$ cat src/rtl/dcache_pkg.sv
package dcache_pkg;

    typedef logic [31:0] word_t;

    // cache geometry
    localparam int NUM_WAYS    = 2;
    localparam int NUM_SETS    = 8;
    localparam int SET_W       = $clog2(NUM_SETS);
    localparam int BLOCK_WORDS = 2;
    localparam int BLKOFF_W    = $clog2(BLOCK_WORDS);
    localparam int BYTOFF_W    = 2;
    localparam int TAG_W       = 32 - SET_W - BLKOFF_W - BYTOFF_W;

    typedef logic way_t;

    // word address split into cache fields
    typedef struct packed {
        logic [TAG_W-1:0]    tag;
        logic [SET_W-1:0]    idx;
        logic [BLKOFF_W-1:0] blkoff;
        logic [BYTOFF_W-1:0] bytoff;
    } dcache_addr_t;

    // one block, 92 bits
    typedef struct packed {
        logic                         valid;
        logic                         dirty;
        logic [TAG_W-1:0]             tag;
        word_t [BLOCK_WORDS-1:0]      data;
    } dcache_frame_t;

endpackage

$ cat src/rtl/dcache_store_if.sv
`timescale 1ns/1ps

interface dcache_store_if
    import dcache_pkg::*;
();

    // store side
    logic                miss;
    way_t                victim_way;
    dcache_frame_t       sel_frame;

    // controller side
    logic                busy;
    logic [SET_W-1:0]    sel_idx;
    way_t                sel_way;
    logic                fill_en;
    logic [BLKOFF_W-1:0] fill_word;
    word_t               fill_data;
    logic                clean_en;

    modport store (
        output miss, victim_way, sel_frame,
        input  busy, sel_idx, sel_way, fill_en, fill_word, fill_data, clean_en
    );

    modport ctrl (
        input  miss, victim_way, sel_frame,
        output busy, sel_idx, sel_way, fill_en, fill_word, fill_data, clean_en
    );

endinterface

$ cat src/rtl/dcache_store.sv
`timescale 1ns/1ps

module dcache_store
    import dcache_pkg::*;
(
    input  logic          CLK,
    input  logic          n_rst,
    input  logic          dmemren,
    input  logic          dmemwen,
    input  word_t         dmemaddr,
    input  word_t         dmemstore,
    output word_t         dmemload,
    output logic          dhit,
    dcache_store_if.store sif
);

    dcache_frame_t       frames [NUM_WAYS][NUM_SETS];
    logic [NUM_SETS-1:0] lru;       // way to replace next, per set

    dcache_addr_t        req;
    logic                req_en;
    logic [NUM_WAYS-1:0] way_hit;
    way_t                hit_way;
    logic                hit;
    logic                wr_hit;

    assign req    = dcache_addr_t'(dmemaddr);
    assign req_en = dmemren | dmemwen;

    // tag compare on both ways of the set
    always_comb begin
        for (int w = 0; w < NUM_WAYS; w++) begin
            way_hit[w] = frames[w][req.idx].valid &&
                         (frames[w][req.idx].tag == req.tag);
        end
    end

    assign hit     = |way_hit;
    assign hit_way = way_t'(way_hit[1]);

    // no answers while the controller owns the arrays
    assign dhit     = req_en && hit && !sif.busy;
    assign wr_hit   = dhit && dmemwen;
    assign dmemload = frames[hit_way][req.idx].data[req.blkoff];

    assign sif.miss       = req_en && !hit && !sif.busy;
    assign sif.victim_way = lru[req.idx];
    assign sif.sel_frame  = frames[sif.sel_way][sif.sel_idx];

    always_ff @(posedge CLK, negedge n_rst) begin
        if (!n_rst) begin
            for (int w = 0; w < NUM_WAYS; w++) begin
                for (int s = 0; s < NUM_SETS; s++) begin
                    frames[w][s] <= '0;
                end
            end
            lru <= '0;
        end else begin
            if (dhit) begin
                lru[req.idx] <= ~hit_way;   // hit way becomes MRU
            end

            if (wr_hit) begin
                frames[hit_way][req.idx].data[req.blkoff] <= dmemstore;
                frames[hit_way][req.idx].dirty            <= 1'b1;
            end

            if (sif.fill_en) begin
                frames[sif.sel_way][sif.sel_idx].data[sif.fill_word] <= sif.fill_data;
                if (sif.fill_word == BLKOFF_W'(BLOCK_WORDS - 1)) begin
                    // block complete
                    frames[sif.sel_way][sif.sel_idx].valid <= 1'b1;
                    frames[sif.sel_way][sif.sel_idx].dirty <= 1'b0;
                    frames[sif.sel_way][sif.sel_idx].tag   <= req.tag;
                    lru[sif.sel_idx]                       <= ~sif.sel_way;
                end else begin
                    // half filled, keep it from matching
                    frames[sif.sel_way][sif.sel_idx].valid <= 1'b0;
                end
            end

            if (sif.clean_en) begin
                frames[sif.sel_way][sif.sel_idx].dirty <= 1'b0;
            end
        end
    end

endmodule

$ cat src/rtl/dcache_ctrl.sv
`timescale 1ns/1ps

module dcache_ctrl
    import dcache_pkg::*;
(
    input  logic         CLK,
    input  logic         n_rst,
    input  logic         halt,
    input  word_t        dmemaddr,
    output logic         dren,
    output logic         dwen,
    output word_t        daddr,
    output word_t        dstore,
    input  word_t        dload,
    input  logic         dwait,
    output logic         flushed,
    dcache_store_if.ctrl sif
);

    typedef enum logic [3:0] {
        idle,
        wb_word0,
        wb_word1,
        fill_word0,
        fill_word1,
        flush_check,
        flush_word0,
        flush_word1,
        done
    } state_t;

    state_t           state, next_state;
    logic [SET_W-1:0] flush_idx, next_flush_idx;
    way_t             flush_way, next_flush_way;
    logic             next_dren, next_dwen;
    word_t            next_daddr, next_dstore;
    dcache_addr_t     req;
    logic             flushing;
    logic             flush_last;
    logic             advance;

    // word address of one block word
    function automatic word_t blk_addr(input logic [TAG_W-1:0]    tag,
                                       input logic [SET_W-1:0]    idx,
                                       input logic [BLKOFF_W-1:0] blkoff);
        dcache_addr_t a;
        a.tag    = tag;
        a.idx    = idx;
        a.blkoff = blkoff;
        a.bytoff = '0;
        return word_t'(a);
    endfunction

    assign req        = dcache_addr_t'(dmemaddr);
    assign flushing   = state inside {flush_check, flush_word0, flush_word1, done};
    assign flush_last = (flush_idx == SET_W'(NUM_SETS - 1)) && flush_way;

    assign sif.busy      = (state != idle) || halt;
    assign sif.sel_idx   = flushing ? flush_idx : req.idx;
    assign sif.sel_way   = flushing ? flush_way : sif.victim_way;
    assign sif.fill_data = dload;
    assign flushed       = (state == done);

    always_comb begin
        next_state     = state;
        next_flush_idx = flush_idx;
        next_flush_way = flush_way;
        next_dren      = dren;     // strobes and bus hold by default
        next_dwen      = dwen;
        next_daddr     = daddr;
        next_dstore    = dstore;
        sif.fill_en    = 1'b0;
        sif.fill_word  = '0;
        sif.clean_en   = 1'b0;
        advance        = 1'b0;

        case (state)
            idle: begin
                if (halt) begin
                    next_state = flush_check;
                end else if (sif.miss) begin
                    if (sif.sel_frame.dirty) begin
                        next_state  = wb_word0;
                        next_dwen   = 1'b1;
                        next_daddr  = blk_addr(sif.sel_frame.tag, sif.sel_idx, '0);
                        next_dstore = sif.sel_frame.data[0];
                    end else begin
                        next_state = fill_word0;
                        next_dren  = 1'b1;
                        next_daddr = blk_addr(req.tag, req.idx, '0);
                    end
                end
            end
            wb_word0, flush_word0: begin
                if (!dwait) begin
                    next_state  = (state == wb_word0) ? wb_word1 : flush_word1;
                    next_daddr  = blk_addr(sif.sel_frame.tag, sif.sel_idx, BLKOFF_W'(1));
                    next_dstore = sif.sel_frame.data[1];
                end
            end
            wb_word1: begin
                if (!dwait) begin
                    sif.clean_en = 1'b1;
                    next_state   = fill_word0;
                    next_dwen    = 1'b0;
                    next_dren    = 1'b1;
                    next_daddr   = blk_addr(req.tag, req.idx, '0);
                end
            end
            fill_word0: begin
                if (!dwait) begin
                    sif.fill_en = 1'b1;
                    next_state  = fill_word1;
                    next_daddr  = blk_addr(req.tag, req.idx, BLKOFF_W'(1));
                end
            end
            fill_word1: begin
                if (!dwait) begin
                    sif.fill_en   = 1'b1;
                    sif.fill_word = BLKOFF_W'(1);
                    next_state    = idle;   // request is looked up again
                    next_dren     = 1'b0;
                end
            end
            flush_check: begin
                if (sif.sel_frame.dirty) begin
                    next_state  = flush_word0;
                    next_dwen   = 1'b1;
                    next_daddr  = blk_addr(sif.sel_frame.tag, sif.sel_idx, '0);
                    next_dstore = sif.sel_frame.data[0];
                end else begin
                    advance = 1'b1;
                end
            end
            flush_word1: begin
                if (!dwait) begin
                    sif.clean_en = 1'b1;
                    next_dwen    = 1'b0;
                    advance      = 1'b1;
                end
            end
            default: ;  // done, wait for reset
        endcase

        // step to the next way, then the next set
        if (advance) begin
            if (flush_last) begin
                next_state = done;
            end else begin
                next_state     = flush_check;
                next_flush_way = ~flush_way;
                if (flush_way) begin
                    next_flush_idx = flush_idx + SET_W'(1);
                end
            end
        end
    end

    always_ff @(posedge CLK, negedge n_rst) begin
        if (!n_rst) begin
            state     <= idle;
            flush_idx <= '0;
            flush_way <= 1'b0;
            dren      <= 1'b0;
            dwen      <= 1'b0;
            daddr     <= '0;
            dstore    <= '0;
        end else begin
            state     <= next_state;
            flush_idx <= next_flush_idx;
            flush_way <= next_flush_way;
            dren      <= next_dren;
            dwen      <= next_dwen;
            daddr     <= next_daddr;
            dstore    <= next_dstore;
        end
    end

endmodule

$ cat src/rtl/dcache_top.sv
`timescale 1ns/1ps

module dcache_top
    import dcache_pkg::*;
(
    input  logic  CLK,
    input  logic  n_rst,
    input  logic  halt,

    // processor side
    input  logic  dmemren,
    input  logic  dmemwen,
    input  word_t dmemaddr,
    input  word_t dmemstore,
    output word_t dmemload,
    output logic  dhit,
    output logic  flushed,

    // memory side
    output logic  dren,
    output logic  dwen,
    output word_t daddr,
    output word_t dstore,
    input  word_t dload,
    input  logic  dwait
);

    dcache_store_if sif ();

    // tag/data arrays and hit path
    dcache_store store_i (
        .CLK       (CLK),
        .n_rst     (n_rst),
        .dmemren   (dmemren),
        .dmemwen   (dmemwen),
        .dmemaddr  (dmemaddr),
        .dmemstore (dmemstore),
        .dmemload  (dmemload),
        .dhit      (dhit),
        .sif       (sif.store)
    );

    // miss and flush sequencing
    dcache_ctrl ctrl_i (
        .CLK      (CLK),
        .n_rst    (n_rst),
        .halt     (halt),
        .dmemaddr (dmemaddr),
        .dren     (dren),
        .dwen     (dwen),
        .daddr    (daddr),
        .dstore   (dstore),
        .dload    (dload),
        .dwait    (dwait),
        .flushed  (flushed),
        .sif      (sif.ctrl)
    );

endmodule

$ cat config.mk
export PLATFORM = sky130hd
export DESIGN_NAME = dcache_top
export DESIGN_NICKNAME = d
export VERILOG_FILES = /design/src/rtl/dcache_pkg.sv /design/src/rtl/dcache_store_if.sv /design/src/rtl/dcache_store.sv /design/src/rtl/dcache_ctrl.sv /design/src/rtl/dcache_top.sv
export SDC_FILE = /design/constraint.sdc
export NUM_CORES = 2
export LEC_CHECK = 0
export BUFFER_PORTS_ARGS = -buffer_cell sky130_fd_sc_hd__buf_4
export CAP_MARGIN = 25
export CORE_ASPECT_RATIO = 1.4
export CORE_MARGIN = 3
export CORE_UTILIZATION = 36
export DETAILED_ROUTE_END_ITERATION = 10
export PLACE_DENSITY = 0.6
export SLEW_MARGIN = 20
export SYNTH_ARGS = -nofsm -noshare
export SYNTH_HDL_FRONTEND = slang
export SYNTH_HIERARCHICAL = 1
export SYNTH_SLANG_ARGS = --single-unit
$ cat constraint.sdc
create_clock -name CLK -period 12 [get_ports CLK]
set_clock_uncertainty 0.1 [all_clocks]
set_input_delay 1.8 -clock CLK [delete_from_list [all_inputs] [get_ports CLK]]
set_output_delay 1.8 -clock CLK [all_outputs]
set_load 0.01 [all_outputs]
==> summary.md <==
| Metric | Value |
|---|---|
| Outcome | finished, final reports clean |
| Max Fanout on Critical Path | 77 |
| Clock sinks | 1552 |
| Area after DPL | 0.0956 mm2 |
| CTS Hold Bufs | 0 |
| GRT Residual Overflow | 0 |
| I/O pins | 202 |
| Vias in the first global route | about 73000 |
| Yosys warns | 6 |
| Mapped Cells | 8596 |
| Root buf cell | clkbuf_16 |
| Type of the most critical hold path | reg -> reg |
| GPL Wtd Cong | 0.877 |
| Routed WL | 391000 um |
| Final HPWL from detailed placement | 226000 um |
| Final Hold Violating Endpoints | 0 |
| Die H | around 600 um |
| Startpoint Class | primary input |
| Initial antenna violation count | 27 |
| Layout cells sized above 1 | about 20% |
| Critical path required time | 10.10 ns |
| Die W | 433 um |
| Mapped cell area | roughly 0.092 mm2 |
| First-pass GRT wire length | 551000 um |
| Worst VDD drop | 0.157 mV |
| Worst-margin pin slew | 1.26 ns |
| Max Cap Violations | 0 |
| Slew HR | 16.2% |
| Worst R2R Start | ctrl_i/state[1]$_DFFE_PN0P_ |
| Core ar. | 0.253 mm2 |
| Crit-path cells | buf_8, buf_4, mux2i_1, a22oi_1, nand2_1, xor2_1, nand4_1, nor4_2, buf_4, buf_4, mux4_2, and2_1, a2111oi_0, nor3_1, buf_4 |
| Total die area | 0.261 mm2 |
| RSZ-0062 raised after global routing | false |
| Max clock buf depth | 3 |
| Fin util | 40.1% |
| PwrDens | roughly 110 mW/mm2 |
| Worst R2R Path Depth | 13 |
| Postcts setup bufs | 0 |
| Mean area per synthesized cell | 10.7 um2 |
| Pin count of the biggest net entering global routing | 195 |
| Initial detailed-routing violation count | ~11000 |
| Initial core utilization | 36.3% |
| CP arrival | just under 8 ns |
| Hold depth | 2 |
| Clock period minus worst slack | 9.84 ns |
| Drt via density | 6.50 |
| DRC viols | 0 |
| CTS H-tree depth | 4 |
| DRT antenna net count | 0 |
| WL/cell | 33.6 um |
| Tot Pwr | 11.3 mW |
| Critical R2R Capture | ctrl_i/dstore[1]$_DFFE_PN0P_ |
| Bufs and invs on worst path | 5 |
| Pre-CTS setup slack | 2.37 ns |
| Max frequency | 102 MHz |
| Total GRT Usage | ~29% |
| CP most frequent cell | buf_4 |
| Final Cell Area | 0.101 mm2 |
| Worst skew pair latency | 0.85 ns |
| TNS Setup | 0 ns |
| Worst setup EP type | output port |
| Setup CP Type | in -> out |
| Leakage | approximately 48 nW |
| Register clock-pin slew on the reported worst setup and hold paths | 0.06 ns |
| Vias | between 70000 and 80000 |
| Post-route worst setup slack | 2.16 ns |
| CP delay by family, top | buffers and inverters |
| Post-route clock period utilization | 82.0% |
| Port bufs | 197 |
| Slowest CP cell | buf_4 |
| CTS Buf Count | ~170 |
| CP peak stage delay | around 0.7 ns |
| Pre-antenna DRT Iters | 8 |
| Nets | 8295 |
| R2r setup slk | approximately 4.6 ns |
| TritonCTS clock tree | built |
| Max Slew Vio Count | 0 |
| Post-CTS sizing | 0 |
| Layout Area Growth over Synthesis | 10.4% |
| Setup Viol. Count Final | 0 |
| # rows | 218 |
==> report_power, final <==
group          leakage, nW  internal (mW)  total [mW]  switching [mW]
sequential            21.4           5.25        5.27          0.0137
combinational         24.4          0.141       0.614           0.472
clock                 2.73           3.05        5.38            2.33
total                 48.5           8.44        11.3            2.82
==> routing by layer <==
layer  GRT usage, %  part of all wire [%]
met5              0                 0.031
met4           19.6                   8.2
met3           8.35                    12
met2           43.4                    44
met1           36.5                    37
==> per-stage QoR <==
| stage | cells | hold WS [ns] |
|---|---|---|
| global placement | 11303 | 0.384 |
| finish | 11636 | 0.401 |
| CTS | 11609 | 0.403 |
| global route | 11622 | 0.430 |
| detailed placement | 11315 | 0.388 |
| floorplan | 8597 | 0.358 |
==> cell usage in the layout (no fill, tap or decap), types with 16 or more instances in the layout <==
| master | n |
|---|---|
| a22oi_1 | 58 |
| o21ai_0 | 391 |
| clkbuf_16 | 171 |
| a211oi_1 | 16 |
| nand3_1 | 46 |
| buf_4 | 373 |
| nand2_4 | 37 |
| clkbuf_1 | 38 |
| a22o_1 | 21 |
| o22ai_1 | 361 |
| clkbuf_8 | 34 |
| a21oi_1 | 748 |
| buf_12 | 17 |
| mux2_2 | 445 |
| dfrtp_1 | 1552 |
| nor3_1 | 45 |
| a31oi_1 | 70 |
| diode_2 | 22 |
| nand2_1 | 619 |
| inv_1 | 40 |
| mux2i_1 | 1651 |
| nor4_1 | 20 |
| xor2_1 | 16 |
| xnor2_1 | 18 |
| clkinv_2 | 24 |
| a221oi_1 | 20 |
| mux4_2 | 400 |
| nor2_4 | 26 |
| nor2_1 | 704 |
| a21oi_2 | 31 |
| a211o_1 | 23 |
==> tightest hold or removal path, stage by stage, from the launching register on <==
cell	delay, ns
dfrtp_1	0.36
nand2_1	0.05
nand2_1	0.06
==> layout make-up <==
type                       count  area, um2
fill                       24010     152000
multi-input combinational   6018      49000
sequential                  1552      38800
clock buffer                 243       4890
tap                         3300       4130
timing repair buffer         408       3580
clock inverter                51        667
inverter                      42        158
antenna                       22       55.1
==> worst max path at each step <==
stage | start | to | slack (ns) | depth (start not counted)
after global routing | dmemaddr[3] | dmemload[11] | 1.98 | 15
after global placement | dmemaddr[3] | dmemload[11] | 2.43 | 15
after floorplan | dmemaddr[3] | dmemload[24] | 4.86 | 16
after CTS | dmemaddr[3] | dmemload[30] | 2.33 | 16
final | dmemaddr[3] | dmemload[11] | 2.16 | 15
after detailed placement | dmemaddr[3] | dmemload[4] | 2.37 | 16
(Power assumes the default switching activity.)
